File: src/common/store_macros.svh
// Buffer geometry only; STORE_DEPTH must stay 2**STORE_ADDR_WIDTH so address math wraps by width
`ifndef STORE_MACROS_SVH
`define STORE_MACROS_SVH

////////////////////////////////////////////////////////////
// Store buffer geometry
////////////////////////////////////////////////////////////

`define STORE_ADDR_WIDTH 10     // Word address bits
`define STORE_DATA_WIDTH 32     // Stored word bits
`define STORE_DEPTH      1024   // Words in buffer

`endif

File: src/common/store_pkg.sv
// Types for the strided store unit; address_t also carries strides, sums wrap modulo STORE_DEPTH
`include "store_macros.svh"

package store_pkg;

	////////////////////////////////////////////////////////////
	// Address and data words
	////////////////////////////////////////////////////////////

	// Buffer word address, also used for strides
	typedef logic [`STORE_ADDR_WIDTH-1:0] address_t;

	// Beat count 0 .. STORE_DEPTH, hence one extra bit
	typedef logic [`STORE_ADDR_WIDTH:0] length_t;

	typedef logic [`STORE_DATA_WIDTH-1:0] data_t;   // One stored word

	////////////////////////////////////////////////////////////
	// Lane index
	////////////////////////////////////////////////////////////

	typedef logic lane_no_t;                        // 0 is lane 1, 1 is lane 2

endpackage

File: src/store_unit/stride_addr_gen.sv
// One write per cycle with no back-pressure; granted lane must present a word every beat
`timescale 1ns/1ps

module stride_addr_gen
	import store_pkg::*;
(
	input  logic     clock,
	input  logic     reset,
	input  logic     start,        // Job granted this cycle
	input  lane_no_t grant_no,
	input  address_t job_base,
	input  address_t job_stride,
	input  length_t  job_length,
	input  data_t    data1,        // Lane 1 current word
	input  data_t    data2,        // Lane 2 current word
	output logic     wr_en,
	output address_t wr_addr,
	output data_t    wr_data,
	output logic     ack1,         // Lane 1 word taken
	output logic     ack2,         // Lane 2 word taken
	output logic     done          // Last beat or empty job
);

	logic     busy_q;       // Beats in flight
	logic     empty_q;      // Zero-length job seen
	lane_no_t lane_q;       // Lane of current job
	address_t addr_q;       // Running write address
	address_t stride_q;
	length_t  remain_q;     // Beats left, including this one
	logic     last_beat;

	////////////////////////////////////////////////////////////
	// Control state
	////////////////////////////////////////////////////////////

	assign last_beat = busy_q & (remain_q == length_t'(1));

	always_ff @(posedge clock) begin
		if (reset) begin
			busy_q  <= 1'b0;
			empty_q <= 1'b0;
		end else begin
			empty_q <= start & (job_length == '0);   // Done next cycle, no writes
			if (start) begin
				busy_q <= (job_length != '0);
			end else if (last_beat) begin
				busy_q <= 1'b0;
			end
		end
	end

	////////////////////////////////////////////////////////////
	// Address walk
	////////////////////////////////////////////////////////////

	always_ff @(posedge clock) begin
		if (start) begin
			lane_q   <= grant_no;
			addr_q   <= job_base;                    // Beat 0 address
			stride_q <= job_stride;
			remain_q <= job_length;
		end else if (busy_q) begin
			addr_q   <= addr_q + stride_q;           // Wraps at buffer depth
			remain_q <= remain_q - length_t'(1);
		end
	end

	////////////////////////////////////////////////////////////
	// Write port and handshakes
	////////////////////////////////////////////////////////////

	assign wr_en   = busy_q;
	assign wr_addr = addr_q;
	assign wr_data = lane_q ? data2 : data1;         // Granted lane's word

	assign ack1 = busy_q & ~lane_q;
	assign ack2 = busy_q &  lane_q;
	assign done = last_beat | empty_q;

endmodule

File: config.mk
export PLATFORM = sky130hd
export DESIGN_NAME = stride_addr_gen
export DESIGN_NICKNAME = d
export VERILOG_FILES = /design/src/common/store_pkg.sv /design/src/store_unit/stride_addr_gen.sv
export VERILOG_INCLUDE_DIRS = /design/src /design/src/common
export SDC_FILE = /design/constraint.sdc
export NUM_CORES = 1
export LEC_CHECK = 0
export ABC_AREA = 0
export BUFFER_PORTS_ARGS = -buffer_cell sky130_fd_sc_hd__buf_2
export CAP_MARGIN = 10
export CORE_MARGIN = 4
export CORE_UTILIZATION = 45
export CTS_CLUSTER_SIZE = 16
export DETAILED_ROUTE_END_ITERATION = 10
export PLACE_DENSITY = 0.94
export SLEW_MARGIN = 20
export SYNTH_ARGS = -nofsm -noshare
export SYNTH_HDL_FRONTEND = slang
export SYNTH_SLANG_ARGS = --single-unit
File: constraint.sdc
create_clock -name clock -period 6.3 [get_ports clock]
set_input_delay 1.26 -clock clock [delete_from_list [all_inputs] [get_ports clock]]
set_output_delay 1.26 -clock clock [all_outputs]
set_load 0.05 [all_outputs]
# --- Word level (Yosys, flattened, before mapping) ---
# Index checks and enable logic that the tools add are counted.
totals:
  regBits: 34
  output_inout_bits: 46
  in_bits: 99
  word_cells: 26
op_classes:
  addsub: 2
  bitwise_logic: 6
  reduce_logical: 4
  n_eq_ne: 1
  muxes: 7
ops:
  columns: ["op", "n"]
  rows:
  - ["32-bit 2-to-1 mux", 1]
  - ["11-bit 2-to-1 mux", 2]
  - ["10-bit 2-to-1 mux", 2]
  - ["11-bit by 1-bit == test with 1-bit output, second input constant", 1]
  - ["11-bit logical NOT", 1]
  - ["11-bit nonzero test", 1]
  - ["11-bit by 1-bit subtractor with 11-bit output, second input constant", 1]
  - ["10-bit adder", 1]
  - ["1-bit bitwise AND", 4]
  - ["2-bit nonzero test", 2]
  - ["1-bit 2-to-1 mux", 2]
  - ["1-bit NOT", 1]
  - ["1-bit OR", 1]

# --- Logic depth before layout (Yosys ltp) ---
depth:
  depth_word: 4
  depth_mapped: 6
  depth_no_buf: 6

# --- Worst setup path before layout ---
# OpenSTA, ideal clock, no wires.
synth_path:
  path_type: "register to output"
  start: "register remain_q[5]"
  end: "output done"
  arrival_time_ns: 1.791
  t_required_ns: 5.040
  setup_slack_ns: 3.249
  path_stages_with_launch: 4
  n_path_buf: 0
  path_cell_list: "edfxtp_1 nor4_2 nand4b_1 o21bai_1"
synth_via:
  elab_chain_len: 3
synth_lines:
  columns: ["item", "line_no", "source"]
  rows:
  - ["start: declaration", "stride_addr_gen.sv:29", "length_t remain_q;"]
  - ["start signal: assignment", "stride_addr_gen.sv:61", "remain_q <= job_length;"]
  - ["start signal: assignment", "stride_addr_gen.sv:64", "remain_q <= remain_q - length_t'(1);"]
  - ["11-bit by 1-bit == test with 1-bit output", "stride_addr_gen.sv:36", "assign last_beat = busy_q & (remain_q == length_t'(1));"]
  - ["1-bit bitwise AND", "stride_addr_gen.sv:36", null]
  - ["1-bit OR", "stride_addr_gen.sv:78", "assign done = last_beat | empty_q;"]
  - ["end: declaration", "stride_addr_gen.sv:21", "output logic done"]
# No other way between the ends.

# --- Worst setup path in the final report ---
layout_path:
  start: "register remain_q[3]"
  end: "output done"
# Same word-level chain as after synthesis.

==> impl_summary.md <==
Worst setup path
The number of buffer and inverter instances along the worst setup path is 1. The signal on the critical path passes through nor4_2 > nand4b_1 > o21bai_1 > buf_2. The worst stage delay on the critical path is around 0.52 ns. In this run the worst path has a maximum fanout of 6. The type of destination of the critical path is a primary output. The critical path class is flop to primary output. The worst setup path is launched from a flop. Data on the critical path is required at its endpoint by between 5 and 6 ns. Data arrives at the worst endpoint at approximately 1.9 ns. The cell type group with the largest total delay on the critical path is simple AND/OR/NAND/NOR gates. For this design, the slowest cell found on the critical path is nor4_2.

Detailed routing
The detailed router put a total of about 2400 um of wire on met1. The wire length on met3 is about 640 um. Signal routing reaches up to met4. Across all layers, the routed design uses ~2200 vias. The number of nets with antenna violations after detailed routing is 0. In the routed layout, each cell is associated on average with a via count of roughly 5.2. After detailed routing, the average wire length per cell comes to about 15 um.

The routed wire length is 6560 um. The initial detailed-routing violation count is a little under 90. For this run, design rule violations remaining after detail routing come to 0.

The routed design uses roughly 3500 um of met2 wire. The number of iterations in the first detailed-routing pass is 4.

Place
Once detailed placement completed, the half-perimeter wirelength came to roughly 5200 um. The final weighted congestion in routability-driven placement is a little under 0.8. Input and output buffers added on the ports amount to approximately 140.

Run
Max-cap violations in this run came to 0.

Finish
For this run, the share of the core covered by cells in the final layout is 0.663. The antenna diode count is 0. The share of cells above drive strength 1 is 0.549.

The post-layout net count is approximately 470. Compared with the post-synthesis result, the final layout area differs by 38.1%.

Synth
The number of nets in the synthesized netlist is between 300 and 400. The count of mapped cells out of synthesis is 212. Of the total synthesized cell area, the portion taken by full adders, half adders and majority gates is 0.0678.

The most used flip-flop cell after synthesis is edfxtp_1. The average instance area after synthesis is ~11 um2. Of the synthesized area, sequential elements account for 0.430. The xor-xnor portion of the synthesized cell area is 0.0414.

During synthesis, Yosys emitted a total of 0 warnings. The post-synthesis instance area is between 2000 and 2500 um2. By count the netlist is led by mux2_2, edfxtp_1, nand2_1. The share of synthesized registers carrying an async set or reset is 0.

The number of storage elements in the synthesis netlist is 34. The most common cell in the synthesized netlist is mux2_2. In this run, distinct cell masters in the synthesized netlist total 43. The share of the synthesized area in the top cell type is 0.413. By area the synthesized netlist is led by edfxtp_1, mux2_2, ha_1. The number of enable flip-flop cells after synthesis is 32. The largest total area in the synthesized netlist belongs to edfxtp_1.

The area fraction in compound gates after synthesis was 0.130. The mux contribution to synthesized area is 0.169. The post-synthesis share of cell area spent on and, or, nand and nor gates is 0.137. By area, the combinational part of the netlist is dominated by multiplexers.

Floorplan
The die span in x is about 80 um. The initial standard-cell utilization of the core is 0.480. The overall die height is approximately 80 um.

The die covers between 6000 and 7000 um2. Row generation in the floorplan step produced 25 rows. The number of ports placed on the die boundary is ~150. The core region is between 4000 and 5000 um2.

Clock tree
The clock passes through at most 2 buffers. Clock-pin slew was measured on the worst setup and hold paths at 0.07 ns. The later-pin clock latency in the skew report is between 0.2 and 0.3 ns.

Gates resized during post-CTS repair numbered 0. Counting the buffers created by CTS gives 5. The clock sink count is 34. The level count of the clock H-tree is 2. The number of buffers inserted to repair setup after CTS is 0.

The root buffer cell is clkbuf_8. TritonCTS built the clock tree. The hold buffer count at cts is 0.

STA
On the final layout, the worst clock skew is around 0.0035 ns. Adding up every negative setup slack in the final design gives 0 ns. Of the available clock period, the critical path in the final layout requires 0.504. The number of failing hold endpoints at the final stage came to 0. The transition time at the pin with the least slew margin is slightly below 0.6 ns. Setup violations remaining at the end of the flow were counted as 0. The worst path needs 3.18 ns of the cycle, external delays included. The relative slew slack is 0.612.

Setup repair after global routing left no endpoint under its margin. The timing-limited maximum frequency is ~310 MHz. The count of final max-slew check failures came to 0. The worst slack on hold paths is approximately 0.57 ns.

GRT
The via count of the first global-routing pass is between 2000 and 2500. The number of antenna violations at the first check in global routing is 0. In the global route stage, overall resource usage came out at 0.200. The pin count of the biggest net entering global routing is 59. Summed over all layers, the global routing overflow is 0.

The first global-routing pass estimated ~9900 um of wire.

Power
In this run the power density over the cells is about 250 nW/um2. The analysis attributes to cell leakage a power of around 0.0015 uW. Across the VDD grid, the largest voltage drop is roughly 0.00017 V.

Worst hold path
In this run the worst hold path is classified as flop to flop.

Run status
The run finished with clean final reports.
-- registers in the layout, indices dropped and copies added, names as in the netlist --
signal	flops
empty_q	1
lane_q	1
remain_q	11
stride_q	10
wr_addr	10
wr_en	1
-- layout make-up --
class	count	area, um2
clock buffers	6	72.6
clock inverters	2	8.76
fillers	394	1640
inverters	6	22.5
multi-input cells	163	1270
flip-flops and latches	34	1000
well taps	67	83.8
repair buffers	146	756
-- layout by cell type, fill, tap and decap left out, types with 2 or more instances in the layout --
| cell type | n |
|---|---|
| nor4_1 | 3 |
| nand4b_1 | 2 |
| nor2_1 | 13 |
| o21bai_1 | 2 |
| edfxtp_1 | 32 |
| ha_1 | 11 |
| mux2_2 | 35 |
| nand3_1 | 5 |
| xor2_1 | 7 |
| o21ai_0 | 16 |
| a21oi_1 | 6 |
| inv_1 | 6 |
| o31ai_1 | 3 |
| clkbuf_8 | 5 |
| a22oi_1 | 3 |
| nor3_1 | 2 |
| xnor2_1 | 4 |
| nand2_1 | 20 |
| nand3b_1 | 4 |
| a211oi_1 | 4 |
| dfxtp_1 | 2 |
| buf_2 | 144 |
| a2111oi_0 | 3 |
-- final timing paths --
path | start | end | slack, ns | cells after the start
hold reg to reg | wr_en$_SDFFE_PP0P_ | wr_en$_SDFFE_PP0P_ | 0.57 | 2
setup / recovery | remain_q[3]$_DFFE_PP_ | done | 3.12 | 4
setup reg to reg | wr_addr[0]$_DFFE_PP_ | wr_addr[6]$_DFFE_PP_ | 3.86 | 6
hold / removal | wr_en$_SDFFE_PP0P_ | wr_en$_SDFFE_PP0P_ | 0.57 | 2
-- metrics by stage --
stage / setup slack [ns] / cells / instance area, um2 / total power (uW)
global route: 2.88 / 424 / 3210 / 865
global placement: 3.20 / 415 / 3100 / 655
CTS: 2.90 / 423 / 3190 / 820
detailed placement: 3.20 / 415 / 3100 / 664
finish: 3.12 / 424 / 3210 / 819
floorplan: 3.25 / 212 / 2330 / 569
-- power breakdown --
group | internal, uW | total (uW) | leakage [uW] | switching (uW)
Sequential | 284 | 305 | 0.000338 | 21.5
Combinational | 125 | 360 | 0.00107 | 235
Clock | 75.9 | 154 | 0.0000426 | 77.9
Total | 485 | 819 | 0.00146 | 334
-- worst register-to-register path: cells and delay by family (launching register included) --
family,cells,cell delay (ns)
flops,1,0.39
fa+ha+maj,2,0.72
simple gates,1,0.16
compound gates,3,1.04
-- routing by layer --
metal | vias to the layer above | global-route usage
met5 | - | 0
met4 | 0 | 0.0456
met3 | 10 | 0.0508
met2 | 110 | 0.393
met1 | 1007 | 0.209
li1 | 1093 | -
-- logic make-up (layout without fill, tap and decap cells) --
family | Yosys count | count (layout)
AO/OA/AOI/OAI | 45 | 45
XOR/XNOR | 11 | 11
adder cells (fa/ha/maj) | 12 | 12
buffers and inverters | 15 | 160
flip-flops | 34 | 34
multiplexers | 35 | 35
AND/OR/NAND/NOR | 60 | 60
Note: power is estimated with default switching activity, not from simulation.
